$ cat src/source/scr1_mem_pkg.sv
/*
 * Shared widths, encodings and default address map of the data-memory subsystem.
 * Windows are given as mask/pattern pairs and must not overlap.
 */
`default_nettype none

package scr1_mem_pkg;

    //----------------------------------------
    // Bus widths
    //----------------------------------------
    localparam int unsigned SCR1_DMEM_AWIDTH = 32;
    localparam int unsigned SCR1_DMEM_DWIDTH = 32;

    //----------------------------------------
    // Request and response encodings
    //----------------------------------------
    typedef enum logic {
        SCR1_MEM_CMD_RD = 1'b0,
        SCR1_MEM_CMD_WR = 1'b1
    } scr1_mem_cmd_e;

    typedef enum logic [1:0] {
        SCR1_MEM_WIDTH_BYTE  = 2'b00,
        SCR1_MEM_WIDTH_HWORD = 2'b01,
        SCR1_MEM_WIDTH_WORD  = 2'b10
    } scr1_mem_width_e;

    typedef enum logic [1:0] {
        SCR1_MEM_RESP_IDLE   = 2'b00,   // No response this cycle
        SCR1_MEM_RESP_RDY_OK = 2'b01,
        SCR1_MEM_RESP_RDY_ER = 2'b10
    } scr1_mem_resp_e;

    //----------------------------------------
    // Default address map
    //----------------------------------------
    localparam logic [31:0] SCR1_TCM_ADDR_MASK      = 32'hFFFF_0000;    // 64 KB
    localparam logic [31:0] SCR1_TCM_ADDR_PATTERN   = 32'h0048_0000;
    localparam logic [31:0] SCR1_TIMER_ADDR_MASK    = 32'hFFFF_FFE0;    // 32 bytes
    localparam logic [31:0] SCR1_TIMER_ADDR_PATTERN = 32'h0049_0000;

    // Timer register offsets inside its window
    localparam logic [4:0] SCR1_TIMER_CTRL       = 5'h00;  // Bit 0 is enable
    localparam logic [4:0] SCR1_TIMER_MTIMELO    = 5'h08;
    localparam logic [4:0] SCR1_TIMER_MTIMEHI    = 5'h0C;
    localparam logic [4:0] SCR1_TIMER_MTIMECMPLO = 5'h10;
    localparam logic [4:0] SCR1_TIMER_MTIMECMPHI = 5'h14;

endpackage : scr1_mem_pkg

`default_nettype wire

$ cat src/source/scr1_timer.sv
/*
 * Memory-mapped machine timer counting clk cycles while enabled.
 * Only word accesses to the listed offsets are legal; others flag an error.
 * A write to either mtime half wins over the increment in that cycle.
 */
`default_nettype none

module scr1_timer (
    input  logic                                        clk,
    input  logic                                        core_rst_n_local,

    // Register access from the router
    input  logic                                        req_i,
    input  scr1_mem_pkg::scr1_mem_cmd_e                 cmd_i,
    input  scr1_mem_pkg::scr1_mem_width_e               width_i,
    input  logic [4:0]                                  addr_i,
    input  logic [scr1_mem_pkg::SCR1_DMEM_DWIDTH-1:0]   wdata_i,

    // Response, one cycle after the request
    output logic [scr1_mem_pkg::SCR1_DMEM_DWIDTH-1:0]   rdata_o,
    output logic                                        err_o,

    output logic                                        timer_irq_o
);

localparam int unsigned DW = scr1_mem_pkg::SCR1_DMEM_DWIDTH;

logic           ctrl_en;
logic [63:0]    mtime;
logic [63:0]    mtimecmp;

logic           offs_ok;
logic           acc_ok;
logic           wr_en;
logic           rd_en;
logic [DW-1:0]  rd_val;

//----------------------------------------
// Access decode
//----------------------------------------
always_comb begin
    offs_ok = 1'b1;
    rd_val  = '0;
    case (addr_i)
        scr1_mem_pkg::SCR1_TIMER_CTRL:       rd_val = {{(DW-1){1'b0}}, ctrl_en};
        scr1_mem_pkg::SCR1_TIMER_MTIMELO:    rd_val = mtime[31:0];
        scr1_mem_pkg::SCR1_TIMER_MTIMEHI:    rd_val = mtime[63:32];
        scr1_mem_pkg::SCR1_TIMER_MTIMECMPLO: rd_val = mtimecmp[31:0];
        scr1_mem_pkg::SCR1_TIMER_MTIMECMPHI: rd_val = mtimecmp[63:32];
        default:                             offs_ok = 1'b0;
    endcase
end

assign acc_ok = offs_ok & (width_i == scr1_mem_pkg::SCR1_MEM_WIDTH_WORD);
assign wr_en  = req_i & acc_ok & (cmd_i == scr1_mem_pkg::SCR1_MEM_CMD_WR);
assign rd_en  = req_i & acc_ok & (cmd_i == scr1_mem_pkg::SCR1_MEM_CMD_RD);

//----------------------------------------
// Registers
//----------------------------------------
always_ff @(posedge clk) begin
    if (~core_rst_n_local) begin
        ctrl_en <= 1'b0;
    end else if (wr_en && (addr_i == scr1_mem_pkg::SCR1_TIMER_CTRL)) begin
        ctrl_en <= wdata_i[0];
    end
end

always_ff @(posedge clk) begin
    if (~core_rst_n_local) begin
        mtime <= '0;
    end else if (wr_en && (addr_i == scr1_mem_pkg::SCR1_TIMER_MTIMELO)) begin
        mtime[31:0] <= wdata_i;
    end else if (wr_en && (addr_i == scr1_mem_pkg::SCR1_TIMER_MTIMEHI)) begin
        mtime[63:32] <= wdata_i;
    end else if (ctrl_en) begin
        mtime <= mtime + 64'd1;     // One tick per clk
    end
end

always_ff @(posedge clk) begin
    if (~core_rst_n_local) begin
        mtimecmp <= '1;             // Far future, no IRQ
    end else if (wr_en && (addr_i == scr1_mem_pkg::SCR1_TIMER_MTIMECMPLO)) begin
        mtimecmp[31:0] <= wdata_i;
    end else if (wr_en && (addr_i == scr1_mem_pkg::SCR1_TIMER_MTIMECMPHI)) begin
        mtimecmp[63:32] <= wdata_i;
    end
end

// Compare every cycle
always_ff @(posedge clk) begin
    if (~core_rst_n_local) begin
        timer_irq_o <= 1'b0;
    end else begin
        timer_irq_o <= (mtime >= mtimecmp);
    end
end

//----------------------------------------
// Response
//----------------------------------------
always_ff @(posedge clk) begin
    if (~core_rst_n_local) begin
        err_o <= 1'b0;
    end else begin
        err_o <= req_i & ~acc_ok;
    end
end

always_ff @(posedge clk) begin
    if (req_i) begin
        rdata_o <= rd_en ? rd_val : '0;     // Value before this edge
    end
end

endmodule : scr1_timer

`default_nettype wire

$ cat config.mk
export PLATFORM = sky130hd
export DESIGN_NAME = scr1_timer
export DESIGN_NICKNAME = d
export VERILOG_FILES = /design/src/source/scr1_mem_pkg.sv /design/src/source/scr1_timer.sv
export SDC_FILE = /design/constraint.sdc
export NUM_CORES = 1
export LEC_CHECK = 0
export ABC_AREA = 0
export BUFFER_PORTS_ARGS = -buffer_cell sky130_fd_sc_hd__buf_4
export CORE_AREA = 4 4 175 135
export DETAILED_ROUTE_END_ITERATION = 12
export DIE_AREA = 0 0 179 139
export GPL_TIMING_DRIVEN = 1
export PLACE_DENSITY = 0.67
export SYNTH_ARGS = -nofsm -noshare
export SYNTH_HDL_FRONTEND = slang
export SYNTH_SLANG_ARGS = --single-unit
$ cat constraint.sdc
create_clock -name clk -period 3.1 [get_ports clk]
set_clock_uncertainty 0.1 [all_clocks]
set_input_delay 0.31 -clock clk [delete_from_list [all_inputs] [get_ports clk]]
set_output_delay 0.31 -clock clk [all_outputs]
set_load 0.02 [all_outputs]
==> run_results.csv, run 1 <==
group,metric,value,unit
clocking,ctsHtreeMaxLevel,4,
cells_and_area,final_layout_size_suffix_gt1_share,13.70,%
sta,worstMarginPinSlew,0.6881,ns
sta,fin_setup_tns,0,ns
sta,setup_viol,0,
sta,timing.final.crit_share,93.09,%
clocking,clockBufferDepth,2,
global_route,grt_pass1_vias,8646,
synth,synth-seq-cells,163,
die,die_h,139,um
sta,drv_slew,0,
sta,rsz0062_at_grt,"no",
global_route,track_usage,24.54,%
power_and_ir_drop,p_leak,4.898,nW
drt,dr_total_vias,9285,
die,core_area,0.02182,mm^2
drt,antenna_left,0,
synth,ys_warn_count,0,
die,initial_core_util,44.60,%
drt,wl_per_cell,20.31,um
cells_and_area,synthToLayoutAreaGrowth,16.32,%
clocking,clock-sinks,163,
power_and_ir_drop,ir_drop,0.4501,mV
sta,slew_headroom,54.13,%
global_route,grt_antenna_before_repair,0,
setup_path,startpoint_type,"flop",
global_route,grt_pass1_wl,48850,um
synth,synth_nets,1261,
synth,synth_cells,1153,
cells_and_area,nets,1321,
die,pin_count,77,
synth,yosysSeqAreaShare,36.83,%
cells_and_area,fillers,2051,
run,drv_cap,0,
drt,viasPerCell,6.109,
setup_path,crit_family,"simple AND/OR/NAND/NOR gates",
synth,yosys.area.top_type,"dfxtp_1",
cells_and_area,antenna_cells,0,
sta,fin_crit,2.886,ns
synth,synthTopCellsByArea,"dfxtp_1, edfxtp_1, ha_1",
power_and_ir_drop,power.density,396.3,mW/mm^2
clocking,clock_tree.root_cell,"clkbuf_16",
global_route,use_met1,37.52,%
setup_path,critPathKind,"flop to flop",
placement,place_congestion,0.9294,
global_route,use_met3,4.579,%
sta,max_freq,0.3465,GHz
setup_path,end_kind,"flop",
clocking,ctsResizeCount,0,
drt,first_iter_violations,881,
power_and_ir_drop,fin_total_pwr,4.485,mW
clocking,clkTransAtPathRegs,0.08,ns
die,rows,47,
clocking,numCtsBuffers,17,
drt,drc,0,
global_route,grt_overflow,0,
global_route,grt_max_degree,45,
setup_path,cp_cell_sequence,"nand4_2 > nor3_4 > nand4_4 > or3_1 > or4_1 > a31oi_1",
min_path,hold_class,"input pin to flop",
synth,synth_edf_count,32,
synth,synthFlopType,"dfxtp_1",
setup_path,critical_path.max_stage_delay,0.59,ns
drt,wirelength,30870,um
setup_path,arrival,3.15,ns
drt,drt_first_pass_iters,7,
setup_path,cp_num_buf_inv,0,
placement,placed_area,0.01076,mm^2
clocking,clk_latency,0.44,ns
setup_path,slowest_stage,"nor3_4",
global_route,grt.met2_usage,35.36,%
clocking,cts_setup_buffers,0,
die,die_x,179,um
sta,final-hold-violation-count,0,
clocking,ctsHoldBuffers,0,
setup_path,critPathRequiredTime,3.36,ns
setup_path,critPathMaxFanout,9,
synth,synth_top_cell_area_share,26.95,%
synth,avgSynthCellArea,8.439,um^2
clocking,cts_tree,"built",
synth,netlist_area,0.009731,mm^2
global_route,busiest_layer,"met1",
cells_and_area,multi_input_area,0.005582,mm^2
cells_and_area,fin_area,0.01132,mm^2
placement,numPortBuffers,76,
synth,yosysUniqueCellTypes,68,
synth,ys_async_sr_fraction,0,%
run_status,status,"completed",
cells_and_area,regArea,0.003583,mm^2
placement,dp_hpwl,21840,um
die,die_area,0.02488,mm^2
[synth_stat cells (7+ instances only)]
| cell type | count |
|---|---|
| dfxtp_1 | 131 |
| nor2_1 | 117 |
| nand2_1 | 113 |
| inv_1 | 75 |
| o211ai_1 | 66 |
| ha_1 | 65 |
| clkbuf_1 | 62 |
| a21oi_1 | 55 |
| o21ai_0 | 47 |
| a221oi_1 | 36 |
| mux2i_1 | 36 |
| edfxtp_1 | 32 |
| nand4_1 | 28 |
| nand3_1 | 25 |
| a211oi_1 | 24 |
| and3_1 | 23 |
| nor3_1 | 20 |
| nor4_1 | 16 |
| xnor2_1 | 16 |
| a21o_1 | 15 |
| buf_1 | 15 |
| or3_1 | 12 |
| and4_1 | 11 |
| xor2_1 | 11 |
| a22oi_1 | 7 |
[through the flow]
step,hold slack [ns],util (%),setup slack (ns),cells
6_report,0.03278,51.88,0.2141,1520
4_1_cts,0.02002,51.88,0.2508,1520
3_5_place_dp,0.4089,49.30,0.2249,1488
2_1_floorplan,0.3225,-,0.6535,1153
5_1_grt,0.03104,51.88,0.1040,1520
3_3_place_gp,0.4003,49.30,0.2818,1488
[flip-flops by register name, indices dropped and copies added, names as in the netlist]
| signal | count |
|---|---|
| rdata_o | 32 |
| mtimecmp | 64 |
| timer_irq_o | 1 |
| ctrl_en | 1 |
| mtime | 64 |
| err_o | 1 |
[worst register-to-register path, stage by stage, from the launching register on]
cell and delay [ns]:
dfxtp_1 0.48, nand4_2 0.24, nor3_4 0.60, nand4_4 0.16
or3_1 0.52, or4_1 0.54, a31oi_1 0.16
[logic make-up after synthesis]
logic type / Yosys count / synth area share (%)
multiplexers: 38 / 3.935
buffers and inverters: 155 / 6.005
AO/OA/AOI/OAI: 307 / 22.12
flip-flops: 163 / 36.83
adder cells (fa/ha/maj): 65 / 8.358
XOR/XNOR: 27 / 2.430
AND/OR/NAND/NOR: 398 / 20.33
[final timing paths]
check	slack, ns	cells past startpoint	from	endpoint
min	0.03	3	wdata_i[5]	mtimecmp[5]$_SDFFE_PN1P_
min reg2reg	0.42	2	mtimecmp[16]$_SDFFE_PN1P_	mtimecmp[16]$_SDFFE_PN1P_
max reg2reg	0.21	6	mtime[8]$_SDFFE_PN0P_	mtime[62]$_SDFFE_PN0P_
max	0.21	6	mtime[8]$_SDFFE_PN0P_	mtime[62]$_SDFFE_PN0P_
[where the power goes]
part	total, mW	internal [mW]	switching (mW)
clock	2.06	1.11	0.948
combinational	0.244	0.0892	0.155
sequential	2.19	2.17	0.0126
total	4.48	3.37	1.12
[cell type report]
cell class | count | share of cell area [%]
well taps | 294 | 3.250
clock inverters | 12 | 0.8291
inverters | 76 | 2.520
repair buffers | 120 | 8.291
clock buffers | 20 | 4.134
multi-input cells | 835 | 49.31
flip-flops and latches | 163 | 31.66
[per-layer routing]
layer / vias up / routed length, um
met5: - / 0
met4: 0 / 582
met3: 38 / 2272
met2: 374 / 13190
met1: 4463 / 14820
li1: 4410 / -
[cell usage in the layout (no fill, tap or decap), types with 47 or more instances in the layout]
master      n
nand2_1   112
o211ai_1   66
inv_1      75
ha_1       65
buf_4     117
dfxtp_1   131
o21ai_0    47
nor2_1    116
a21oi_1    55
Note: power is estimated with default switching activity, not from simulation.
==> inputs of run 2 (changes only) <==
Settings changed: CORE_AREA 4 4 175 135 to 4 4 153 155, DIE_AREA 0 0 179 139 to 0 0 157 159, GPL_TIMING_DRIVEN 1 to 0.
==> run 2 against run 1 <==
Combinational power is 5% higher. Highest routed layer unchanged. Critical path type unchanged. Critical path depth increased by 1. Setup slack got worse by 0.11 ns.
==> run_results.csv, run 2 (same netlist as run 1, synthesis figures left out) <==
group,metric,value,unit
cells_and_area,fillers,2088,
global_route,grt_overflow,0,
cells_and_area,fin_area,0.01127,mm^2
sta,setup_viol,0,
drt,antenna_left,0,
sta,max_freq,0.3340,GHz
global_route,grt_antenna_before_repair,0,
cells_and_area,antenna_cells,0,
clocking,cts_tree,"built",
cells_and_area,final_layout_size_suffix_gt1_share,10.06,%
setup_path,cp_cell_sequence,"nand3_1 > nor3_2 > nand4_4 > or3_1 > buf_2 > or4_1 > a31oi_1",
sta,fin_crit,2.994,ns
sta,rsz0062_at_grt,"no",
global_route,grt_pass1_wl,54300,um
power_and_ir_drop,p_sw,1.131,mW
clocking,clkTransAtPathRegs,0.07,ns
drt,drc,0,
placement,placed_area,0.01064,mm^2
power_and_ir_drop,ir_drop,0.3447,mV
run,drv_cap,0,
sta,worstMarginPinSlew,1.162,ns
setup_path,critPathRequiredTime,3.36,ns
global_route,track_usage,27.66,%
setup_path,cp_num_buf_inv,1,
cells_and_area,stdcell_count,1543,
setup_path,critPathMaxFanout,10,
setup_path,end_kind,"flop",
cells_and_area,synthToLayoutAreaGrowth,15.79,%
cells_and_area,mostFrequentLayoutCells,"dfxtp_1, nor2_1, nand2_1",
die,die_x,157,um
placement,dp_cells,1507,
clocking,clock_tree.root_cell,"clkbuf_16",
cells_and_area,nets,1358,
power_and_ir_drop,power.density,399.9,mW/mm^2
run_status,status,"completed",
drt,wirelength,34900,um
placement,numPortBuffers,74,
sta,final-hold-violation-count,0,
die,die_area,0.02496,mm^2
clocking,clk_latency,0.44,ns
power_and_ir_drop,p_clk_share,45.8,%
setup_path,arrival,3.25,ns
global_route,busiest_layer,"met2",
sta,slew_headroom,22.08,%
drt,dr_total_vias,9731,
drt,viasPerCell,6.307,
sta,fin_setup_tns,0,ns
clocking,clock-sinks,163,
die,initial_core_util,44.59,%
drt,first_iter_violations,1257,
setup_path,critical_path.max_stage_delay,0.53,ns
clocking,numCtsBuffers,17,
setup_path,critPathKind,"flop to flop",
global_route,grt_max_degree,37,
clocking,clockBufferDepth,2,
die,pin_count,77,
power_and_ir_drop,p_leak,4.809,nW
global_route,use_met1,37.56,%
power_and_ir_drop,combPwrFrac,5.7,%
sta,drv_slew,0,
cells_and_area,mostFrequentLayoutCell,"dfxtp_1",
global_route,use_met3,6.605,%
setup_path,startpoint_type,"flop",
global_route,grt.met2_usage,42.33,%
die,die_h,159,um
power_and_ir_drop,switching_share,25.10,%
die,core_area,0.02182,mm^2
sta,timing.final.crit_share,96.57,%
cells_and_area,reg_top3,"mtime (64), mtimecmp (64), rdata_o (32)",
power_and_ir_drop,p_seq_share,48.5,%
die,rows,54,
clocking,ctsHoldBuffers,0,
placement,dp_hpwl,25310,um
power_and_ir_drop,power.internal,3.374,mW
placement,place_congestion,0.9617,
drt,wl_per_cell,22.62,um
setup_path,slowest_stage,"nor3_2",
sta,setup_slack,0.1062,ns
setup_path,crit_family,"simple AND/OR/NAND/NOR gates",
placement,pre_cts_slack,-0.4831,ns
global_route,grt_pass1_vias,9547,
drt,drt_first_pass_iters,6,
clocking,ctsHtreeMaxLevel,4,
min_path,hold_class,"input pin to flop",
[run 2: timing repair]
item	in CTS	in global routing
pin swaps	1	1
endpoints found under the setup margin	17	55
setup buffers	2	2
gates resized for setup	3	3
[run 2: path summary, 6_finish.rpt]
check                                 start  slack [ns]                         to  depth (start not counted)
setup / recovery      mtime[2]$_SDFFE_PN0P_        0.11     mtime[62]$_SDFFE_PN0P_                          7
setup reg to reg      mtime[2]$_SDFFE_PN0P_        0.11     mtime[62]$_SDFFE_PN0P_                          7
hold / removal                  wdata_i[21]        0.04  mtimecmp[53]$_SDFFE_PN1P_                          3
hold reg to reg   mtimecmp[13]$_SDFFE_PN1P_        0.42  mtimecmp[13]$_SDFFE_PN1P_                          2
[run 2: final cells by class]
type	count	area, um^2	share of cell area [%]
multi-input cells	835	5593	49.64
repair buffers	78	598.1	5.308
clock buffers	18	429.2	3.809
inverters	76	285.3	2.532
well taps	280	350.3	3.109
clock inverters	14	128.9	1.144
flip-flops and latches	163	3583	31.80
plain buffers	79	299.0	2.654
[run 2: metal layers]
| layer | wire length [um] | vias up |
|---|---|---|
| met2 | 15520 | 494 |
| met5 | 0 | - |
| met1 | 14890 | 4656 |
| li1 | - | 4478 |
| met3 | 3159 | 103 |
| met4 | 1329 | 0 |
[run 2: stage by stage]
step / total power, mW / util [%] / hold slack, ns
6_report: 4.505 / 51.63 / 0.03792
5_1_grt: 4.626 / 51.63 / 0.03738
4_1_cts: 4.506 / 51.43 / 0.03246
3_5_place_dp: 2.483 / 48.74 / 0.4134
3_3_place_gp: 2.482 / 48.74 / 0.3949
2_1_floorplan: 2.334 / - / 0.3225
[run 2: worst reg2reg max path: stages, from the launching register on]
cell and delay, ns:
dfxtp_1 0.45, nand3_1 0.27, nor3_2 0.53, nand4_4 0.28
or3_1 0.40, buf_2 0.19, or4_1 0.52, a31oi_1 0.17
[run 2: power groups by stage]
stage | Sequential [mW] | Combinational [mW] | Clock, mW
detailed placement | 2.23 | 0.250 | 0
global route | 2.19 | 0.270 | 2.17
global placement | 2.23 | 0.249 | 0
CTS | 2.18 | 0.250 | 2.07
finish | 2.19 | 0.256 | 2.06
floorplan | 2.25 | 0.0870 | 0
