`src/source/scr1_mem_pkg.sv`:
```
/*
 * Shared widths, encodings and default address map of the data-memory subsystem.
 * Windows are given as mask/pattern pairs and must not overlap.
 */
`default_nettype none

package scr1_mem_pkg;

    //----------------------------------------
    // Bus widths
    //----------------------------------------
    localparam int unsigned SCR1_DMEM_AWIDTH = 32;
    localparam int unsigned SCR1_DMEM_DWIDTH = 32;

    //----------------------------------------
    // Request and response encodings
    //----------------------------------------
    typedef enum logic {
        SCR1_MEM_CMD_RD = 1'b0,
        SCR1_MEM_CMD_WR = 1'b1
    } scr1_mem_cmd_e;

    typedef enum logic [1:0] {
        SCR1_MEM_WIDTH_BYTE  = 2'b00,
        SCR1_MEM_WIDTH_HWORD = 2'b01,
        SCR1_MEM_WIDTH_WORD  = 2'b10
    } scr1_mem_width_e;

    typedef enum logic [1:0] {
        SCR1_MEM_RESP_IDLE   = 2'b00,   // No response this cycle
        SCR1_MEM_RESP_RDY_OK = 2'b01,
        SCR1_MEM_RESP_RDY_ER = 2'b10
    } scr1_mem_resp_e;

    //----------------------------------------
    // Default address map
    //----------------------------------------
    localparam logic [31:0] SCR1_TCM_ADDR_MASK      = 32'hFFFF_0000;    // 64 KB
    localparam logic [31:0] SCR1_TCM_ADDR_PATTERN   = 32'h0048_0000;
    localparam logic [31:0] SCR1_TIMER_ADDR_MASK    = 32'hFFFF_FFE0;    // 32 bytes
    localparam logic [31:0] SCR1_TIMER_ADDR_PATTERN = 32'h0049_0000;

    // Timer register offsets inside its window
    localparam logic [4:0] SCR1_TIMER_CTRL       = 5'h00;  // Bit 0 is enable
    localparam logic [4:0] SCR1_TIMER_MTIMELO    = 5'h08;
    localparam logic [4:0] SCR1_TIMER_MTIMEHI    = 5'h0C;
    localparam logic [4:0] SCR1_TIMER_MTIMECMPLO = 5'h10;
    localparam logic [4:0] SCR1_TIMER_MTIMECMPHI = 5'h14;

endpackage : scr1_mem_pkg

`default_nettype wire

```
`src/source/scr1_dmem_router.sv`:
```
/*
 * Purely combinational decode of the data-memory request strobe.
 * TCM window wins if the two windows ever overlap.
 * Misaligned accesses never reach a target, so they cannot alter state.
 */
`default_nettype none

module scr1_dmem_router #(
    parameter logic [scr1_mem_pkg::SCR1_DMEM_AWIDTH-1:0] TCM_ADDR_MASK =
        scr1_mem_pkg::SCR1_TCM_ADDR_MASK,
    parameter logic [scr1_mem_pkg::SCR1_DMEM_AWIDTH-1:0] TCM_ADDR_PATTERN =
        scr1_mem_pkg::SCR1_TCM_ADDR_PATTERN,
    parameter logic [scr1_mem_pkg::SCR1_DMEM_AWIDTH-1:0] TIMER_ADDR_MASK =
        scr1_mem_pkg::SCR1_TIMER_ADDR_MASK,
    parameter logic [scr1_mem_pkg::SCR1_DMEM_AWIDTH-1:0] TIMER_ADDR_PATTERN =
        scr1_mem_pkg::SCR1_TIMER_ADDR_PATTERN
) (
    // Request from the core side
    input  logic                                          dmem_req_i,
    input  logic [scr1_mem_pkg::SCR1_DMEM_AWIDTH-1:0]     dmem_addr_i,
    input  scr1_mem_pkg::scr1_mem_width_e                 dmem_width_i,

    // One-hot destination strobes
    output logic                                          tcm_req_o,
    output logic                                          timer_req_o,
    output logic                                          err_req_o
);

logic tcm_hit;
logic timer_hit;
logic misaligned;

//----------------------------------------
// Address decode
//----------------------------------------
assign tcm_hit   = ((dmem_addr_i & TCM_ADDR_MASK) == TCM_ADDR_PATTERN);
assign timer_hit = ((dmem_addr_i & TIMER_ADDR_MASK) == TIMER_ADDR_PATTERN);

// Alignment against access size
always_comb begin
    case (dmem_width_i)
        scr1_mem_pkg::SCR1_MEM_WIDTH_BYTE:  misaligned = 1'b0;
        scr1_mem_pkg::SCR1_MEM_WIDTH_HWORD: misaligned = dmem_addr_i[0];
        scr1_mem_pkg::SCR1_MEM_WIDTH_WORD:  misaligned = |dmem_addr_i[1:0];
        default:                            misaligned = 1'b1;  // Unknown size
    endcase
end

//----------------------------------------
// Strobe steering
//----------------------------------------
assign tcm_req_o   = dmem_req_i & ~misaligned & tcm_hit;
assign timer_req_o = dmem_req_i & ~misaligned & ~tcm_hit & timer_hit;

// Everything else is answered with an error
assign err_req_o   = dmem_req_i & (misaligned | ~(tcm_hit | timer_hit));

endmodule : scr1_dmem_router

`default_nettype wire

```
`config.mk`:
```
export PLATFORM = sky130hd
export DESIGN_NAME = scr1_dmem_router
export DESIGN_NICKNAME = d
export VERILOG_FILES = /design/src/source/scr1_mem_pkg.sv /design/src/source/scr1_dmem_router.sv
export SDC_FILE = /design/constraint.sdc
export NUM_CORES = 1
export LEC_CHECK = 0
export BUFFER_PORTS_ARGS = -buffer_cell sky130_fd_sc_hd__buf_2
export CORE_AREA = 8 8 45 47
export DETAILED_ROUTE_END_ITERATION = 10
export DIE_AREA = 0 0 53 55
export GPL_TIMING_DRIVEN = 1
export PLACE_DENSITY = 0.44
export SLEW_MARGIN = 20
export SYNTH_ARGS = -nofsm -noshare
export SYNTH_HDL_FRONTEND = slang
export SYNTH_SLANG_ARGS = --single-unit
```
`constraint.sdc`:
```
create_clock -name vclk -period 2.1
set_input_delay 0.21 -clock vclk [all_inputs]
set_output_delay 0.21 -clock vclk [all_outputs]
set_load 0.01 [all_outputs]
```
==> results of run 1 <==
## synthesized netlist by cell type
cell type / number
o21a_1: 1
nand4_2: 1
nor3_2: 1
or4_4: 2
and4bb_1: 1
nor4b_1: 1
inv_1: 1
a41oi_1: 1
o22ai_1: 1
nor4_4: 1
o21ai_0: 1
nand4b_1: 1
nor4_1: 2
nor2_1: 1
## cells by family after synthesis
family / count (synthesis) / share of synthesized area, %
buffers and inverters: 1 / 2.61
AOI/OAI and AO/OA: 4 / 19.1
and+or+nand+nor: 11 / 78.3
## worst max-delay path, delay by kind of cell
| kind | cells | cell delay, ns |
|---|---|---|
| simple gates | 2 | 0.76 |
| buf+inv | 2 | 0.26 |
| compound gates | 2 | 0.24 |
## where the power goes
group	leakage [nW]	internal, mW	switching [mW]	total (mW)
Sequential	0	0	0	0
Clock	0	0	0	0
Combinational	0.187	0.0272	0.0170	0.0443
## per-layer routing
layer  wire length [um]  share of wire [%]
met1                569                 54
met2                203                 19
met3                274                 26
met4                  0                  0
met5                  0                  0
## how the worst max path moves through the flow
stage | from | endpoint | cells past startpoint
floorplan | dmem_addr_i[18] | tcm_req_o | 4
global placement | dmem_addr_i[17] | err_req_o | 6
detailed placement | dmem_addr_i[17] | err_req_o | 6
CTS | dmem_addr_i[17] | err_req_o | 6
global route | dmem_addr_i[17] | err_req_o | 6
finish | dmem_addr_i[17] | err_req_o | 6
## cells in the final DEF, fill, tap and decap left out, drive strengths merged
master	synthesis	layout
and4bb	1	1
o21ai	1	1
buf	0	35
o22ai	1	1
nand4b	1	1
nor4b	1	1
nor4	3	3
a41oi	1	1
nand4	1	1
nor3	1	1
o21a	1	1
or4	2	2
inv	1	1
nor2	1	1
## stage by stage
step                hold WS [ns]  util (%)  total power, mW
floorplan                  0.453         -          0.00947
global placement           0.703      24.5           0.0435
detailed placement         0.696      24.5           0.0446
CTS                        0.696      24.5           0.0447
global route               0.714      24.5           0.0482
finish                     0.696      24.5           0.0443
## final cells by class
class / count / area (um2) / area share, %
repair buffers: 35 / 175 / 51.7
multi-input cells: 15 / 140 / 41.3
well taps: 16 / 20.0 / 5.90
inverters: 1 / 3.75 / 1.11
==> metrics.cfg, run 1 <==
[place]
place_inst=67
placed_cell_area_um2=339
port_buffers=35
pre_cts_slack_ns=0.411
gp_congestion=0.711

[power_and_ir_drop]
power_density_nw_per_um2=131
peakVddDrop_uv=38.2
leakage_nw=0.187

[synthesis]
synth_area_um2=144
avgSynthCellArea_um2=8.99
yosys.area.top_type=or4_4
synth_top_area_share_pct=15.7
synth_nets=51
ys_top_cells_by_area=or4_4 16%, nor4_4 15%, and4bb_1 8.7%
ys_warn_count=0
syn_inst=16
ys_seq_area_share_pct=0
synth_cell_types=14

[clocking]
cts_setup_buffers=0
cts_resized=0
cts_hold_buffers=0

[worst_hold_path]
holdPathEnd=tcm_req_o
hold_start=dmem_addr_i[16]
hp-class=in2out
min_path_cells=3

[global_route]
grt_max_degree=4
grt_pass1_wl_um=1510
overflow=0
top_usage_layer=met1
antenna_found_initial=0
met2_usage_pct=6.45
grt_util_met1_pct=10.1
met3_usage_pct=6.15
grt_pass1_vias=335
track_usage_pct=6.70

[die]
coreArea_um2=1380
die_y_um=55
rows=14
pin_count=38
initial_core_util_pct=10.4
die_area_um2=2920
fp.dieW_um=53

[cells_and_area]
syn_to_final_growth_pct=136
drive_above_1_share_pct=78.4
antenna_cells=0
post-route-cell-area_um2=339
num-nets-final=88
seq_cells=0
num-fill-cells=159
seq_area_um2=0
fin_cells=67
clock_buffer_count=0

[critical_path]
cpPeakStageDelay_ns=0.54
criticalPathCategory=in2out
worstPathMaxFanout=3
cp.arrival_ns=1.47
crit_top_cell=buf_2
endpoint_kind=primary output
cp-start-kind=primary input
crit_chain=buf_2, or4_4, nand4b_1, o21ai_0, a41oi_1, buf_2
cp_slowest_cell=or4_4
required_ns=1.89

[routing]
wire_per_inst_um=15.6
first_iter_violations=1
drc_errors=0
vias=277
firstDrtPassIters=4
drt-vias-per-instance=4.13
antenna_left=0
routed_wl_um=1050

[sta]
worst_pin_slew_ns=0.264
period_share_pct=80.1
achievable-frequency_mhz=594
final-setup-viol-count=0
fin_setup_tns_ns=0
slew_headroom_pct=82.2
timing.final.hold_violations=0
timing.final.ws_setup_ns=0.418
maxSlewViolCount=0
rsz0062_at_grt=false
period_needed_ns=1.68

[status]
status=complete, no violations

[flow_run]
maxCapViolations=0

No activity file was read; power rests on OpenSTA's default activity.
==> run 2: changes to the inputs <==
==> constraint.sdc (replaced) <==
create_clock -name vclk -period 1.8
set_input_delay 0.18 -clock vclk [all_inputs]
set_output_delay 0.18 -clock vclk [all_outputs]
set_load 0.01 [all_outputs]
==> metrics.cfg, run 2 (same netlist as run 1, synthesis figures left out) <==
[sta]
achievable-frequency_mhz=614
slew_headroom_pct=82.4  ; +0.23 points
timing.final.hold_violations=0  ; unchanged
whs_ns=0.643  ; -0.0530 ns
timing.final.ws_setup_ns=0.171  ; -0.247 ns
final-setup-viol-count=0  ; unchanged
period_share_pct=90.5
fin_setup_tns_ns=0  ; unchanged
period_needed_ns=1.63
worst_pin_slew_ns=0.261  ; -0.00337 ns
maxSlewViolCount=0  ; unchanged
rsz0062_at_grt=false

[die]
coreArea_um2=1380  ; unchanged
die_y_um=55  ; unchanged
fp.dieW_um=53  ; unchanged
rows=14  ; unchanged
pin_count=38  ; unchanged
die_area_um2=2920  ; unchanged
initial_core_util_pct=10.4  ; unchanged

[place]
port_buffers=35  ; unchanged
gp_congestion=0.711  ; about the same
pre_cts_slack_ns=0.171  ; -0.240 ns

[critical_path]
critical-path-top-delay-family=simple AND/OR/NAND/NOR gates
crit_top_cell=buf_2
critPathBufInv=2  ; unchanged
endpoint_kind=primary output
cp-start-kind=primary input
cp.arrival_ns=1.45  ; -0.02 ns
cpPeakStageDelay_ns=0.54  ; about the same
crit_chain=buf_2, or4_4, nand4b_1, o21ai_0, a41oi_1, buf_2
cp_slowest_cell=or4_4
criticalPathCategory=in2out
worstPathMaxFanout=3  ; unchanged
required_ns=1.62  ; -0.27 ns

[routing]
wire_per_inst_um=15.6  ; about the same
first_iter_violations=1  ; unchanged
antenna_left=0  ; unchanged
drt-vias-per-instance=4.19  ; +1.4%
drc_errors=0  ; unchanged
firstDrtPassIters=3  ; -1
vias=281  ; +1.4%
routed_wl_um=1050  ; about the same

[power_and_ir_drop]
peakVddDrop_uv=47.6  ; +25%
power_density_nw_per_um2=152  ; +17%
leakage_nw=0.187  ; unchanged

[global_route]
grt_pass1_wl_um=1560  ; +3.2%
grt_max_degree=4  ; unchanged
grt_pass1_vias=345  ; +3.0%
track_usage_pct=6.92  ; +0.22 points
overflow=0  ; unchanged
antenna_found_initial=0  ; unchanged

[cells_and_area]
antenna_cells=0  ; unchanged
num-fill-cells=159  ; unchanged
final_common_cell=buf_2
syn_to_final_growth_pct=136  ; unchanged
drive_above_1_share_pct=78.4  ; unchanged
final_cell_mix=35 x buf_2, 2 x or4_4, 2 x nor4_1
multi_input_area_um2=140  ; unchanged
seq_area_um2=0  ; unchanged
seq_cells=0  ; unchanged
num-nets-final=88  ; unchanged
clock_buffer_count=0  ; unchanged

[status]
status=complete, no violations

[worst_hold_path]
hold_start=dmem_addr_i[16]
hp-class=in2out
holdPathEnd=tcm_req_o
min_path_cells=3  ; unchanged

[clocking]
cts_resized=0  ; unchanged
cts_hold_buffers=0  ; unchanged
cts_setup_buffers=0  ; unchanged

[flow_run]
maxCapViolations=0  ; unchanged

==> run 2: power breakdown <==
| part | switching (mW) | internal [mW] | total, mW |
|---|---|---|---|
| Sequential | 0 | 0 | 0 |
| Clock | 0 | 0 | 0 |
| Combinational | 0.0199 | 0.0317 | 0.0516 |
| Total | 0.0199 | 0.0317 | 0.0516 |
==> run 2: worst min-delay path, stage by stage <==
cell and delay, ns:
buf_2 0.11, nor3_2 0.04, buf_2 0.13
==> run 2: per-stage QoR <==
stage	util (%)	cell area (um2)	std cells	total power, mW
2_1_floorplan	-	144	16	0.0110
3_3_place_gp	24.5	339	67	0.0507
3_5_place_dp	24.5	339	67	0.0520
4_1_cts	24.5	339	67	0.0521
5_1_grt	24.5	339	67	0.0564
6_report	24.5	339	67	0.0516
==> run 2: metal layers <==
metal	global-route usage, %	vias up	wire length [um]
met5	0	-	0
met4	0	0	0
met3	5.88	0	259
met2	6.45	35	206
met1	10.9	102	583
li1	-	144	-
==> run 2: area by class of cell <==
| cell class | instances | area share (%) |
|---|---|---|
| inverters | 1 | 1.11 |
| well taps | 16 | 5.90 |
| multi-input cells | 15 | 41.3 |
| repair buffers | 35 | 51.7 |
==> run 2: worst max-delay path by stage <==
stage | start | to | slack, ns | cells after the start
floorplan | dmem_addr_i[18] | tcm_req_o | 0.42 | 4
global placement | dmem_addr_i[17] | err_req_o | 0.17 | 6
detailed placement | dmem_addr_i[17] | err_req_o | 0.17 | 6
CTS | dmem_addr_i[17] | err_req_o | 0.17 | 6
global route | dmem_addr_i[17] | err_req_o | 0.12 | 6
finish | dmem_addr_i[17] | err_req_o | 0.17 | 6
==> run 3: changes to the inputs <==
--- a/config.mk
+++ b/config.mk
@@ -9,7 +9,6 @@
 export CORE_AREA = 8 8 45 47
 export DETAILED_ROUTE_END_ITERATION = 10
 export DIE_AREA = 0 0 53 55
-export GPL_TIMING_DRIVEN = 1
 export PLACE_DENSITY = 0.44
 export SLEW_MARGIN = 20
 export SYNTH_ARGS = -nofsm -noshare
==> constraint.sdc (replaced) <==
create_clock -name vclk -period 1.8
set_input_delay 0.36 -clock vclk [all_inputs]
set_output_delay 0.36 -clock vclk [all_outputs]
set_load 0.01 [all_outputs]
==> metrics.cfg, run 3 (same netlist as run 1, synthesis figures left out) <==
[critical_path]
cp_slowest_cell=or4_4
worstPathMaxFanout=2  ; -1
criticalPathCategory=in2out
endpoint_kind=primary output
cp-start-kind=primary input
critPathBufInv=2  ; unchanged
required_ns=1.44  ; -0.18 ns
cpPeakStageDelay_ns=0.54  ; about the same
crit_chain=buf_6, or4_4, nor4_4, nand4_2, nor2_1, buf_2
cp.arrival_ns=1.59  ; +0.14 ns
critical-path-top-delay-family=simple AND/OR/NAND/NOR gates

[routing]
routed_wl_um=1050  ; +0.48%
antenna_left=0  ; unchanged
wire_per_inst_um=15.3  ; -2.4%
firstDrtPassIters=4  ; +1
drc_errors=0  ; unchanged
first_iter_violations=3  ; +2
drt-vias-per-instance=4.10  ; -2.2%
vias=283  ; +0.71%

[status]
status=complete, but fails checks
violations=setup timing

[place]
port_buffers=35  ; unchanged
gp_congestion=0.688  ; -3.1%

[power_and_ir_drop]
leakage_nw=0.200  ; +6.7%
intPower_mw=0.0350  ; +10%
power_frac_comb_pct=100.0  ; about the same
total_power_mw=0.0550  ; +6.5%
seq_power_share_pct=0  ; unchanged
switching_share_pct=36.3  ; -2.2 points
power_density_nw_per_um2=150  ; -1.5%
switchingPower_mw=0.0199  ; +0.35%
clkPwrFrac_pct=0  ; unchanged
peakVddDrop_uv=44.8  ; -5.8%

[global_route]
grt_max_degree=4  ; unchanged
grt_pass1_wl_um=1520  ; -2.6%
antenna_found_initial=0  ; unchanged
grt_pass1_vias=318  ; -7.8%
overflow=0  ; unchanged
track_usage_pct=6.76  ; -0.16 points

[sta]
timing.final.ws_setup_ns=-0.153  ; -0.324 ns
rsz0062_at_grt=true
achievable-frequency_mhz=512  ; -17%
timing.final.hold_violations=0  ; unchanged
period_share_pct=109  ; +18 points
slew_headroom_pct=82.5  ; about the same
final-setup-viol-count=3  ; +3
worst_pin_slew_ns=0.259  ; -0.00192 ns
whs_ns=1.00  ; +0.361 ns
period_needed_ns=1.95  ; +0.324 ns
maxSlewViolCount=0  ; unchanged

[worst_hold_path]
holdPathEnd=tcm_req_o
min_path_cells=3  ; unchanged
hold_start=dmem_addr_i[16]
hp-class=in2out

[cells_and_area]
num-fill-cells=154  ; -3.1%
seq_area_um2=0  ; unchanged
syn_to_final_growth_pct=155
final_common_cell=buf_2
antenna_cells=0  ; unchanged
final_cell_mix=33 x buf_2, 2 x or4_4, 2 x nor4_1, 2 x buf_6, 2 x buf_4
seq_cells=0  ; unchanged
clock_buffer_count=0  ; unchanged
drive_above_1_share_pct=79.2  ; +0.81 points
num-nets-final=90  ; +2.3%

[die]
coreArea_um2=1380  ; unchanged
die_area_um2=2920  ; unchanged
die_y_um=55  ; unchanged
rows=14  ; unchanged
fp.dieW_um=53  ; unchanged
pin_count=38  ; unchanged
initial_core_util_pct=10.4  ; unchanged

[flow_run]
maxCapViolations=0  ; unchanged

[clocking]
cts_hold_buffers=0  ; unchanged
cts_setup_buffers=0  ; unchanged

## run 3: changes by cell type in the layout (fill, tap and decap cells not counted)
cell,change
buf_6,+2
o21ai_1,+1
o21ai_0,-1
buf_2,-2
buf_4,+2
## run 3: how the worst max path moves through the flow
stage               depth (start not counted)  slack (ns)           to       startpoint
floorplan                                   4        0.06    tcm_req_o  dmem_addr_i[18]
global placement                            6       -0.18    tcm_req_o  dmem_addr_i[18]
detailed placement                          6       -0.19    tcm_req_o  dmem_addr_i[18]
CTS                                         6       -0.18    tcm_req_o  dmem_addr_i[18]
global route                                6       -0.21  timer_req_o  dmem_addr_i[18]
finish                                      6       -0.15  timer_req_o  dmem_addr_i[18]
## run 3: power groups by stage
stage	Combinational, mW	Sequential (mW)	Clock [mW]
6_report	0.0550	0	0
5_1_grt	0.0599	0	0
4_1_cts	0.0554	0	0
3_5_place_dp	0.0525	0	0
3_3_place_gp	0.0514	0	0
2_1_floorplan	0.0110	0	0
## run 3: layout make-up
| cell class | count | area (um2) | share of cell area (%) |
|---|---|---|---|
| timing repair buffer | 37 | 203 | 55.3 |
| multi-input combinational | 15 | 140 | 38.2 |
| tap | 16 | 20.0 | 5.46 |
| inverter | 1 | 3.75 | 1.02 |
## run 3: what timing repair did
item	in CTS	in global routing
pin swaps	3	0
cloned	0	0
setup endpoints to repair	3	3
gates resized for setup	3	0
## run 3: metal layers
layer	global-route usage (%)	routed length [um]	part of all wire, %
met2	6.45	209	20
met5	0	0	0
met4	0	0	0
met1	10.4	562	53
met3	5.88	281	27
## run 3: stage by stage
stage / worst slack, ns / cell area, um2 / instances / util [%] / TNS (ns)
6_report: -0.153 / 367 / 69 / 26.5 / -0.442
5_1_grt: -0.210 / 367 / 69 / 26.5 / -0.599
4_1_cts: -0.178 / 367 / 69 / 26.5 / -0.502
3_5_place_dp: -0.191 / 354 / 69 / 25.6 / -0.522
3_3_place_gp: -0.183 / 354 / 69 / 25.6 / -0.501
2_1_floorplan: 0.0638 / 144 / 16 / - / 0
