===== src/source/scr1_mem_pkg.sv =====
/*
 * Shared widths, encodings and default address map of the data-memory subsystem.
 * Windows are given as mask/pattern pairs and must not overlap.
 */
`default_nettype none

package scr1_mem_pkg;

    //----------------------------------------
    // Bus widths
    //----------------------------------------
    localparam int unsigned SCR1_DMEM_AWIDTH = 32;
    localparam int unsigned SCR1_DMEM_DWIDTH = 32;

    //----------------------------------------
    // Request and response encodings
    //----------------------------------------
    typedef enum logic {
        SCR1_MEM_CMD_RD = 1'b0,
        SCR1_MEM_CMD_WR = 1'b1
    } scr1_mem_cmd_e;

    typedef enum logic [1:0] {
        SCR1_MEM_WIDTH_BYTE  = 2'b00,
        SCR1_MEM_WIDTH_HWORD = 2'b01,
        SCR1_MEM_WIDTH_WORD  = 2'b10
    } scr1_mem_width_e;

    typedef enum logic [1:0] {
        SCR1_MEM_RESP_IDLE   = 2'b00,   // No response this cycle
        SCR1_MEM_RESP_RDY_OK = 2'b01,
        SCR1_MEM_RESP_RDY_ER = 2'b10
    } scr1_mem_resp_e;

    //----------------------------------------
    // Default address map
    //----------------------------------------
    localparam logic [31:0] SCR1_TCM_ADDR_MASK      = 32'hFFFF_0000;    // 64 KB
    localparam logic [31:0] SCR1_TCM_ADDR_PATTERN   = 32'h0048_0000;
    localparam logic [31:0] SCR1_TIMER_ADDR_MASK    = 32'hFFFF_FFE0;    // 32 bytes
    localparam logic [31:0] SCR1_TIMER_ADDR_PATTERN = 32'h0049_0000;

    // Timer register offsets inside its window
    localparam logic [4:0] SCR1_TIMER_CTRL       = 5'h00;  // Bit 0 is enable
    localparam logic [4:0] SCR1_TIMER_MTIMELO    = 5'h08;
    localparam logic [4:0] SCR1_TIMER_MTIMEHI    = 5'h0C;
    localparam logic [4:0] SCR1_TIMER_MTIMECMPLO = 5'h10;
    localparam logic [4:0] SCR1_TIMER_MTIMECMPHI = 5'h14;

endpackage : scr1_mem_pkg

`default_nettype wire


===== src/source/scr1_dmem_resp_mux.sv =====
/*
 * Remembers where the accepted request went and builds the core response.
 * Response comes exactly one cycle after acceptance; IDLE otherwise.
 */
`default_nettype none

module scr1_dmem_resp_mux (
    input  logic                                        clk,
    input  logic                                        core_rst_n_local,

    // Strobes from the router
    input  logic                                        tcm_req_i,
    input  logic                                        timer_req_i,
    input  logic                                        err_req_i,
    input  scr1_mem_pkg::scr1_mem_cmd_e                 cmd_i,

    // Target returns
    input  logic [scr1_mem_pkg::SCR1_DMEM_DWIDTH-1:0]   tcm_rdata_i,
    input  logic [scr1_mem_pkg::SCR1_DMEM_DWIDTH-1:0]   timer_rdata_i,
    input  logic                                        timer_err_i,

    // Response to the core side
    output scr1_mem_pkg::scr1_mem_resp_e                dmem_resp_o,
    output logic [scr1_mem_pkg::SCR1_DMEM_DWIDTH-1:0]   dmem_rdata_o
);

logic tcm_q;
logic timer_q;
logic err_q;
logic rd_q;

// Destination of the request accepted last cycle
always_ff @(posedge clk) begin
    if (~core_rst_n_local) begin
        tcm_q   <= 1'b0;
        timer_q <= 1'b0;
        err_q   <= 1'b0;
        rd_q    <= 1'b0;
    end else begin
        tcm_q   <= tcm_req_i;
        timer_q <= timer_req_i;
        err_q   <= err_req_i;
        rd_q    <= (cmd_i == scr1_mem_pkg::SCR1_MEM_CMD_RD);
    end
end

always_comb begin
    dmem_resp_o  = scr1_mem_pkg::SCR1_MEM_RESP_IDLE;
    dmem_rdata_o = '0;
    if (err_q || (timer_q && timer_err_i)) begin
        dmem_resp_o = scr1_mem_pkg::SCR1_MEM_RESP_RDY_ER;   // Data stays zero
    end else if (tcm_q) begin
        dmem_resp_o = scr1_mem_pkg::SCR1_MEM_RESP_RDY_OK;
        if (rd_q) dmem_rdata_o = tcm_rdata_i;
    end else if (timer_q) begin
        dmem_resp_o = scr1_mem_pkg::SCR1_MEM_RESP_RDY_OK;
        if (rd_q) dmem_rdata_o = timer_rdata_i;
    end
end

endmodule : scr1_dmem_resp_mux

`default_nettype wire


===== config.mk =====
export PLATFORM = sky130hd
export DESIGN_NAME = scr1_dmem_resp_mux
export DESIGN_NICKNAME = d
export VERILOG_FILES = /design/src/source/scr1_mem_pkg.sv /design/src/source/scr1_dmem_resp_mux.sv
export SDC_FILE = /design/constraint.sdc
export NUM_CORES = 1
export LEC_CHECK = 0
export BUFFER_PORTS_ARGS = -buffer_cell sky130_fd_sc_hd__buf_4
export CAP_MARGIN = 5
export CELL_PAD_IN_SITES_DETAIL_PLACEMENT = 1
export CELL_PAD_IN_SITES_GLOBAL_PLACEMENT = 2
export CORE_MARGIN = 3
export CORE_UTILIZATION = 15
export DETAILED_ROUTE_END_ITERATION = 6
export PLACE_DENSITY_LB_ADDON = 0.1
export SLEW_MARGIN = 20
export SYNTH_ARGS = -nofsm -noshare
export SYNTH_HDL_FRONTEND = slang
export SYNTH_SLANG_ARGS = --single-unit
export TNS_END_PERCENT = 1

===== constraint.sdc =====
create_clock -name clk -period 1.2 [get_ports clk]
set_input_delay 0.12 -clock clk [delete_from_list [all_inputs] [get_ports clk]]
set_output_delay 0.12 -clock clk [all_outputs]
set_load 0.01 [all_outputs]

==> results of run 1 <==
[routing by layer]
layer / share of wire, % / global-route usage [%] / up-vias
met1: 39 / 13.9 / 561
met2: 50 / 24.0 / 66
met3: 9.5 / 2.99 / 5
met5: 0 / 0 / -
li1: - / - / 574
met4: 1.2 / 3.21 / 0
[worst max path at each step]
stage / end / slack, ns / depth (start not counted)
finish: dmem_rdata_o[22] / -0.23 / 4
global route: dmem_rdata_o[10] / -0.30 / 3
detailed placement: dmem_rdata_o[30] / -0.09 / 3
CTS: dmem_rdata_o[29] / -0.25 / 4
global placement: dmem_rdata_o[6] / -0.05 / 3
floorplan: dmem_rdata_o[2] / 0.01 / 4
[cells in the mapped netlist (all sizes together)]
master | instances | area [µm²]
a211oi | 32 | 260
and2 | 3 | 18.8
nand2b | 3 | 26.3
mux2i | 32 | 320
dfxtp | 4 | 80.1
buf | 13 | 114
nor2b | 1 | 6.26
nor2 | 2 | 7.51
a21o | 1 | 7.51
[power by group through the flow]
stage	registers [µW]	clock network (µW)	logic, µW
4_1_cts	154	292	490
5_1_grt	154	315	540
2_1_floorplan	146	0	205
3_5_place_dp	151	0	444
3_3_place_gp	150	0	433
6_report	153	284	499
[stage by stage]
stage                     total power, µW  setup slack (ns)
final                                 936            -0.232
after global routing                 1010            -0.302
after CTS                             937            -0.254
after detailed placement              595           -0.0875
after global placement                583           -0.0501
after floorplan                       351            0.0128
[cell families after synthesis]
| group | Yosys count | share of synthesized area [%] |
|---|---|---|
| and+or+nand+nor | 9 | 6.99 |
| buffers and inverters | 13 | 13.5 |
| DFF | 4 | 9.52 |
| muxes | 32 | 38.1 |
| AOI/OAI and AO/OA | 33 | 31.8 |
[final cells by class]
cell class	instances	area (µm²)
repair buffers	114	916
clock buffers	3	41.3
fillers	642	3370
multi-input cells	76	772
well taps	70	87.6
flip-flops and latches	4	85.1
[state kept, by name (all words and copies together) (netlist names)]
| signal | flops |
|---|---|
| err_q | 1 |
| rd_q | 1 |
| tcm_q | 1 |
| timer_q | 1 |
[repair_timing]
item	CTS	global route
buffers inserted	1	0
resized for setup	18	11
endpoints found under the hold margin	0	0
pin swaps	8	12
endpoints found under the setup margin	33	33
cloned	3	0
==> out/results.txt, run 1 <==
Wire per inst: 16.0 µm
Crit path capture type: output pin
Netlist cell types: 15
Largest net degree at the start of global routing: 20
Clk root buf: clkbuf_8
Total of max-cap violations: 0
Slew Viols, Final: 0
Clk slew on worst S/H paths: 0.03 ns
DRC errors left: 0
Critical path's top delay family: flip-flops
Cell area after technology mapping: 841 µm²
Post-Syn Instances: 91
Initial Utilization: 16.0%
Hold-fix buffers, CTS: 0
Fmax: 0.698 GHz
Power share of the clock group: 30.4%
Setup TNS: -6.24 ns
Final non-filler cell total: 267
Final Hold Vio Count: 0
Horiz. Die Dim: 80.9 µm
DR iter-0 viols: 29
Core Region: 5270 µm²
Total number of vias: 1206
Failing checks: negative setup slack
CTS Buf Count: 3
Overall Global Routing Usage: 12.6%
CTS Sinks: 4
Dpl cell area: 1680 µm²
Largest stage delay, worst path: 0.43 ns
Design area: 1900 µm²
Worst Hold End: rd_q
H-tree levels: 1
P_sw: 282 µW
DP HPWL: 3230 µm
Seq pwr share: 16.3%
Power Density: 492 nW/µm²
Dpl cells: 260
Highest-count cells in the layout ignoring fill and taps: buf_4, mux2i_1, a211oi_2
Min cycle time layout: 1.43 ns
Final Cycle Share: 119%
Endpoints failing setup: 33
Final wirelength: 4270 µm
Most common cell after layout, fill and taps aside: buf_4
Sequential area share after synthesis: 9.52%
Logic pwr share: 53.3%
Crit path DAT: 1.31 ns
Status: finished, violations left
Gr ovfl total: 0
Cell Int Power: 654 µW
Area Growth Syn to Fin: 126%
Synthesized flop and latch total: 4
Switching Share: 30.2%
Number of global-route vias before repair: 1319
Drt pass-1 iters: 4
CP Class: flop to output pin
I/O Pins: 105
Beginning of the critical path: tcm_q
Max Root-Sink Buffers: 2
CTS tree: yes
Max FO, Critical Path: 8
Initial antenna violation count: 0
YS warnings: 0
Number of port buffers: 104
LEAKAGE: 0.000838 µW
Final ANT Viol Nets: 0
Syn_area_per_cell: 9.24 µm²
Critical Path RT: 1.08 ns
GP Congestion: 0.660
Min Hold Slack: 0.0555 ns
Final Util: 36.1%
Worst Path Buf+Inv: 2
Critical Path Slowest Stage Cell: dfxtp_4
Syn Nets: 162
Min-delay worst type: primary input to flop
Measured slew at the worst slew-check pin: 0.250 ns
Rel. slew slack: 83.3%
First-pass GRT wire length: 6460 µm
Die Footprint: 6540 µm²
Worst Min Path Start: cmd_i
Worst vdd ir: 0.407 mV
Final #Nets: 270
Via-to-Cell Ratio: 4.52
Rows: 26
N_diodes: 0
Hold Path Depth: 2
RSZ-0062 raised after global routing: true
Die Ht: 80.9 µm
Layout cell share with drive strength beyond 1: 74.1%
Startpoint types: flop
Smallest setup slack after layout: -0.232 ns
CP cell instances: buf_6, nand2b_4, a211oi_1, buf_4
Power figures use the tool's default switching activity.
==> inputs of run 2 (changes only) <==
--- a/config.mk
+++ b/config.mk
@@ -8,9 +8,9 @@
 export BUFFER_PORTS_ARGS = -buffer_cell sky130_fd_sc_hd__buf_4
 export CAP_MARGIN = 5
 export CELL_PAD_IN_SITES_DETAIL_PLACEMENT = 1
-export CELL_PAD_IN_SITES_GLOBAL_PLACEMENT = 2
+export CELL_PAD_IN_SITES_GLOBAL_PLACEMENT = 1
 export CORE_MARGIN = 3
-export CORE_UTILIZATION = 15
+export CORE_UTILIZATION = 20
 export DETAILED_ROUTE_END_ITERATION = 6
 export PLACE_DENSITY_LB_ADDON = 0.1
 export SLEW_MARGIN = 20
==> run 2 against run 1 <==
Core utilization grew 15 points. Power rose by 1.9%. Largest cell class unchanged. Sequential share of layout area shrank 0.11 points. Fmax down 1.5%. The flow still finishes with violations (negative setup slack). Clock-buffer cell count unchanged. Highest routed layer is now met3. Critical path depth increased by 1. Die area fell by 23%. Combinational power increased by 6.2%. Clock power down 3%.
==> out/results.txt, run 2 (synthesis gave the netlist of run 1 again) <==
Power share of the clock group: 28.8% (-1.6 points)
DR iter-0 viols: 10 (-66%)
RSZ-0062 raised after global routing: true
Measured slew at the worst slew-check pin: 0.211 ns (-0.0397 ns)
CTS Sinks: 4 (unchanged)
Final Hold Vio Count: 0 (unchanged)
Layout cell share with drive strength beyond 1: 75.5% (+1.4 points)
Core Region: 3850 µm² (-27%)
Total number of vias: 1180 (-2.2%)
Wire per inst: 16.5 µm (+3.2%)
Final Util: 50.6% (+15 points)
Seq pwr share: 15.7% (-0.6 points)
Logic pwr share: 55.6% (+2.3 points)
Smallest setup slack after layout: -0.254 ns (-0.0219 ns)
Area Growth Syn to Fin: 132%
First-pass GRT wire length: 5920 µm (-8.3%)
Reg area: 85.1 µm² (unchanged)
Die Ht: 70.8 µm (-12%)
Clk slew on worst S/H paths: 0.03 ns (about the same)
H-tree levels: 1 (unchanged)
Footprint of the multi-input gates: 797 µm² (+3.2%)
Fmax: 0.688 GHz (-1.5%)
Max FO, Critical Path: 5 (-3)
CTS Buf Count: 3 (unchanged)
Total of max-cap violations: 0 (unchanged)
N_diodes: 0 (unchanged)
DRC errors left: 0 (unchanged)
Endpoints failing setup: 33 (unchanged)
CP Class: flop to output pin
Via-to-Cell Ratio: 4.76 (+5.3%)
Slew Viols, Final: 0 (unchanged)
Number of global-route vias before repair: 1156 (-12%)
Final #Nets: 273 (+1.1%)
Drt pass-1 iters: 4 (unchanged)
Critical path's top delay family: buffers and inverters
Min Hold Slack: 0.0692 ns (+0.0137 ns)
Min-delay worst type: primary input to flop
Status: finished, violations left
Min cycle time layout: 1.45 ns (+0.0219 ns)
Rows: 22 (-15%)
Power Density: 489 nW/µm² (-0.62%)
Worst vdd ir: 0.565 mV (+39%)
Final Cycle Share: 121% (+1.8 points)
GP Congestion: 0.761 (+15%)
Gr ovfl total: 0 (unchanged)
Clk root buf: clkbuf_8
I/O Pins: 105 (unchanged)
Failing checks: negative setup slack
P_sw: 283 µW (+0.30%)
Final wirelength: 4100 µm (-4.1%)
Die Footprint: 5020 µm² (-23%)
Crit path DAT: 1.33 ns (+0.02 ns)
Worst Path Buf+Inv: 3 (+1)
Number of port buffers: 104 (unchanged)
Power after layout: 954 µW (+1.9%)
Switching Share: 29.7% (-0.48 points)
Hold-fix buffers, CTS: 0 (unchanged)
Crit path capture type: output pin
Critical Path RT: 1.08 ns (about the same)
Cell Int Power: 671 µW (+2.6%)
Initial Utilization: 21.8% (+5.9 points)
CP cell instances: buf_12, clkbuf_16, mux2i_1, a211oi_1, buf_4
Largest net degree at the start of global routing: 20 (unchanged)
Highest-count cells in the layout ignoring fill and taps: buf_4, mux2i_1, a211oi_2
Final ANT Viol Nets: 0 (unchanged)
Critical Path Slowest Stage Cell: dfxtp_4
LEAKAGE: 0.000864 µW (+3.1%)
Max Root-Sink Buffers: 2 (unchanged)
Fill count: 464 (-28%)
Most common cell after layout, fill and taps aside: buf_4
Overall Global Routing Usage: 14.3% (+1.7 points)
Initial antenna violation count: 0 (unchanged)
Startpoint types: flop
Horiz. Die Dim: 70.8 µm (-12%)
DP HPWL: 2960 µm (-8.5%)
CTS tree: yes
Largest stage delay, worst path: 0.34 ns (-0.09 ns)
Rel. slew slack: 85.6% (+2.3 points)
## run 2: cell count changes in the layout (fill, tap and decap cells not counted)
cell	delta
clkbuf_16	+1
buf_8	+2
a211oi_1	-3
buf_6	+1
mux2i_1	+1
nand2b_4	+1
a211oi_2	+3
buf_4	-2
mux2i_2	-1
## run 2: timing repair
action | CTS | global route
setup buffers | 0 | 2
pin swaps | 2 | 30
setup endpoints to repair | 32 | 33
gates resized for setup | 6 | 31
endpoints found under the hold margin | 0 | 0
cloned | 2 | 3
## run 2: layout make-up
class | instances | share of cell area [%]
Clock buffer | 3 | 2.12
Multi-Input combinational cell | 77 | 40.9
Sequential cell | 4 | 4.36
Tap cell | 48 | 3.08
Timing Repair Buffer | 116 | 49.6
## run 2: stage by stage
stage / TNS [ns] / setup WS (ns) / cells / instance area, µm²
floorplan: 0 / 0.0128 / 91 / 841
global placement: -0.789 / -0.0495 / 238 / 1640
detailed placement: -0.886 / -0.0645 / 238 / 1640
CTS: -7.28 / -0.265 / 243 / 1740
global route: -8.37 / -0.313 / 248 / 1950
finish: -6.46 / -0.254 / 248 / 1950
## run 2: worst paths after layout
kind | from | end | slack [ns] | cells past startpoint
worst max-delay path | tcm_q | dmem_rdata_o[30] | -0.25 | 5
worst min-delay path | cmd_i | rd_q | 0.07 | 2
## run 2: power by group through the flow
stage               sequential (µW)  clock, µW  combinational (µW)
floorplan                       146          0                 205
global placement                150          0                 421
detailed placement              151          0                 435
CTS                             154        283                 452
global route                    150        297                 569
finish                          150        275                 530
## run 2: routing by layer
layer  wire length [µm]  part of all wire [%]  track usage [%]  vias up
li1                   -                     -                -      586
met1               1520                    37             16.6      537
met2               2240                    55             27.0       57
met3                341                   8.3             3.13        0
met4                  0                     0             2.51        0
met5                  0                     0                0        -
==> inputs of run 3 (changes only) <==
--- a/config.mk
+++ b/config.mk
@@ -5,12 +5,13 @@
 export SDC_FILE = /design/constraint.sdc
 export NUM_CORES = 1
 export LEC_CHECK = 0
+export ABC_AREA = 1
 export BUFFER_PORTS_ARGS = -buffer_cell sky130_fd_sc_hd__buf_4
 export CAP_MARGIN = 5
 export CELL_PAD_IN_SITES_DETAIL_PLACEMENT = 1
 export CELL_PAD_IN_SITES_GLOBAL_PLACEMENT = 1
 export CORE_MARGIN = 3
-export CORE_UTILIZATION = 20
+export CORE_UTILIZATION = 19
 export DETAILED_ROUTE_END_ITERATION = 6
 export PLACE_DENSITY_LB_ADDON = 0.1
 export SLEW_MARGIN = 20
==> run 3 against run 2 <==
The run still ends with negative setup slack left. Worst setup slack gained 0.14 ns. Worst hold slack worse by 0.0018 ns. Die area rose by 23%. Synthesized cell count up 150%. Combinational power about the same. Clock-buffer cell count stayed put. Largest power group unchanged. Fmax is 10% higher. Design area rose by 0.39%. Critical path depth rose by 1. Critical endpoint is now dmem_rdata_o[18].
==> out/results.txt, run 3 <==
DRC errors left: 0 (unchanged)
CTS tree: yes
Min cycle time layout: 1.32 ns (-0.138 ns)
CP Class: flop to output pin
Max FO, Critical Path: 18 (+13)
XOR/XNOR share of the synthesized area: 0% (unchanged)
RSZ-0062 raised after global routing: true
Clk slew on worst S/H paths: 0.03 ns (about the same)
Fill count: 712 (+53%)
Power share of the clock group: 29.2% (+0.4 points)
YS warnings: 0 (unchanged)
Design area: 1960 µm² (+0.39%)
Startpoint types: flop
Post-Synth Adder-Cell Area: 0% (unchanged)
Critical Path Slowest Stage Cell: dfxtp_2
LEAKAGE: 0.00126 µW (+45%)
Synth top cells by count: inv_1, nand2_1, nor2_1, nand3_1, buf_2
Final Cycle Share: 110% (-11 points)
Worst Min Path Start: cmd_i
Die Footprint: 6170 µm² (+23%)
First-pass GRT wire length: 6970 µm (+18%)
Cell Int Power: 647 µW (-3.6%)
Final wirelength: 4260 µm (+3.8%)
Gr ovfl total: 0 (unchanged)
Measured slew at the worst slew-check pin: 0.194 ns (-0.0169 ns)
Largest stage delay, worst path: 0.33 ns (about the same)
DR iter-0 viols: 36 (+26)
Via-to-Cell Ratio: 3.95 (-17%)
Largest family of logic cells by synthesized area: simple AND/OR/NAND/NOR gates
Power Density: 488 nW/µm² (-0.26%)
Ys async rst share: 0% (unchanged)
Most common cell in the netlist: inv_1
Core Region: 4910 µm² (+27%)
Syn_area_per_cell: 4.44 µm² (-52%)
Fmax: 0.760 GHz (+10%)
Area Growth Syn to Fin: 95.9%
Rel. slew slack: 87.1% (+1.5 points)
Min-delay worst type: primary input to flop
Failing checks: negative setup slack
Most common cell after layout, fill and taps aside: buf_4
Synthesized flop and latch total: 4 (unchanged)
Initial antenna violation count: 0 (unchanged)
Dpl cell area: 1880 µm² (+14%)
Crit path capture type: output pin
Horiz. Die Dim: 78.5 µm (+11%)
Rows: 25 (+14%)
Top post-synthesis cells by area: inv_1, nand2_1, nand3_1
EDFF count, synth: 0 (unchanged)
Cell area after technology mapping: 1000 µm² (+19%)
Number of global-route vias before repair: 1511 (+31%)
Clk root buf: clkbuf_8
Max Root-Sink Buffers: 2 (unchanged)
Initial Utilization: 20.4% (-1.5 points)
Wire per inst: 10.8 µm (-35%)
Seq pwr share: 15.3% (-0.4 points)
Crit path DAT: 1.20 ns (-0.13 ns)
GP Congestion: 0.731 (-4.0%)
Smallest setup slack after layout: -0.116 ns (+0.138 ns)
Setup Buffers After CTS: 0 (unchanged)
Post-Syn Instances: 225 (+150%)
Overall Global Routing Usage: 13.6% (-0.79 points)
Mux contribution to synthesized area: 0% (-38 points)
Min Hold Slack: 0.0675 ns (-0.00176 ns)
CTS Buf Count: 3 (unchanged)
Layout cell share with drive strength beyond 1: 40.4% (-35 points)
Slew Viols, Final: 0 (unchanged)
Status: finished, violations left
Drt pass-1 iters: 4 (unchanged)
H-tree levels: 1 (unchanged)
Final Hold Vio Count: 0 (unchanged)
Compound-Gate Fraction of Synth Area: 0% (-32 points)
Worst vdd ir: 0.528 mV (-6.6%)
Yosys top cell area share: 26.7% (-11 points)
Post-Synth Simple-Gate Area: 56.7% (+50 points)
Logic pwr share: 55.5% (about the same)
Endpoints failing setup: 33 (unchanged)
P_sw: 308 µW (+8.9%)
Sequential area share after synthesis: 8.01% (-1.5 points)
Die Ht: 78.5 µm (+11%)
Final ANT Viol Nets: 0 (unchanged)
Switching Share: 32.3% (+2.6 points)
Beginning of the critical path: tcm_q
Total of max-cap violations: 0 (unchanged)
Top FF cell, synth: dfxtp_1
Critical Path RT: 1.08 ns (about the same)
I/O Pins: 105 (unchanged)
Largest area contributor in the netlist: inv_1
Largest net degree at the start of global routing: 25 (+25%)
N_diodes: 0 (unchanged)
Final #Nets: 400 (+47%)
Netlist cell types: 13 (-2)
Total number of vias: 1555 (+32%)
Number of port buffers: 104 (unchanged)
DP HPWL: 3440 µm (+16%)
Reg area: 81.3 µm² (-4.4%)
Highest-count cells in the layout ignoring fill and taps: buf_4, inv_1, nand2_1
CP cell instances: inv_2, nand2_2, nand3_4, buf_12, nor2_1, buf_4
Syn Nets: 296 (+83%)
Footprint of the multi-input gates: 599 µm² (-25%)
CTS Sinks: 4 (unchanged)
## run 3: cell count changes in the layout (fill, tap and decap cells not counted), sizes merged, moves of 3 or more
cell,change
nand2,+70
buf,-3
and2,-3
nor2,+31
nand3,+33
inv,+72
nand2b,-6
a211oi,-32
mux2i,-32
## run 3: critical path, delay by kind of cell (launching register included)
family                 cells  cell delay [ns]
buffers and inverters      3             0.35
flip-flops                 1             0.33
AND/OR/NAND/NOR            3             0.29
## run 3: logic make-up after synthesis
kind of cell  count (synthesis)
buf+inv                      85
flops                         4
simple gates                136
## run 3: layout make-up
class | instances | area share, %
timing repair buffer | 112 | 45.0
multi-input combinational | 136 | 30.6
inverter | 72 | 13.8
tap | 67 | 4.28
sequential | 4 | 4.15
clock buffer | 3 | 2.11
## run 3: path summary, 6_finish.rpt
check / to / cells past startpoint
setup / recovery: dmem_rdata_o[18] / 6
hold / removal: rd_q / 2
## run 3: repair_timing
| item | CTS | global route |
|---|---|---|
| hold buffers | 0 | 0 |
| endpoints found under the setup margin | 33 | 33 |
| gates resized for setup | 3 | 12 |
| pin swaps | 0 | 0 |
## run 3: metal layers
metal	routed length [µm]	track usage, %
met4	15	1.57
met1	1850	16.6
met3	376	3.67
met5	0	0
met2	2010	24.1
## run 3: metrics by stage
stage                     setup slack [ns]  utilization, %  std cells  total power [µW]  TNS [ns]
after floorplan                      0.136               -        225               383         0
after global placement              0.0955            38.3        391               669         0
after detailed placement            0.0710            38.3        391               674         0
after CTS                           -0.108            39.2        394               963     -3.04
after global routing                -0.174            39.9        394              1040     -5.04
final                               -0.116            39.9        394               955     -2.87
## run 3: power groups by stage
stage / Combinational (µW) / Clock, µW / Sequential [µW]
3_5_place_dp: 526 / 0 / 148
2_1_floorplan: 237 / 0 / 146
4_1_cts: 530 / 286 / 147
6_report: 530 / 279 / 146
5_1_grt: 595 / 298 / 147
3_3_place_gp: 521 / 0 / 147
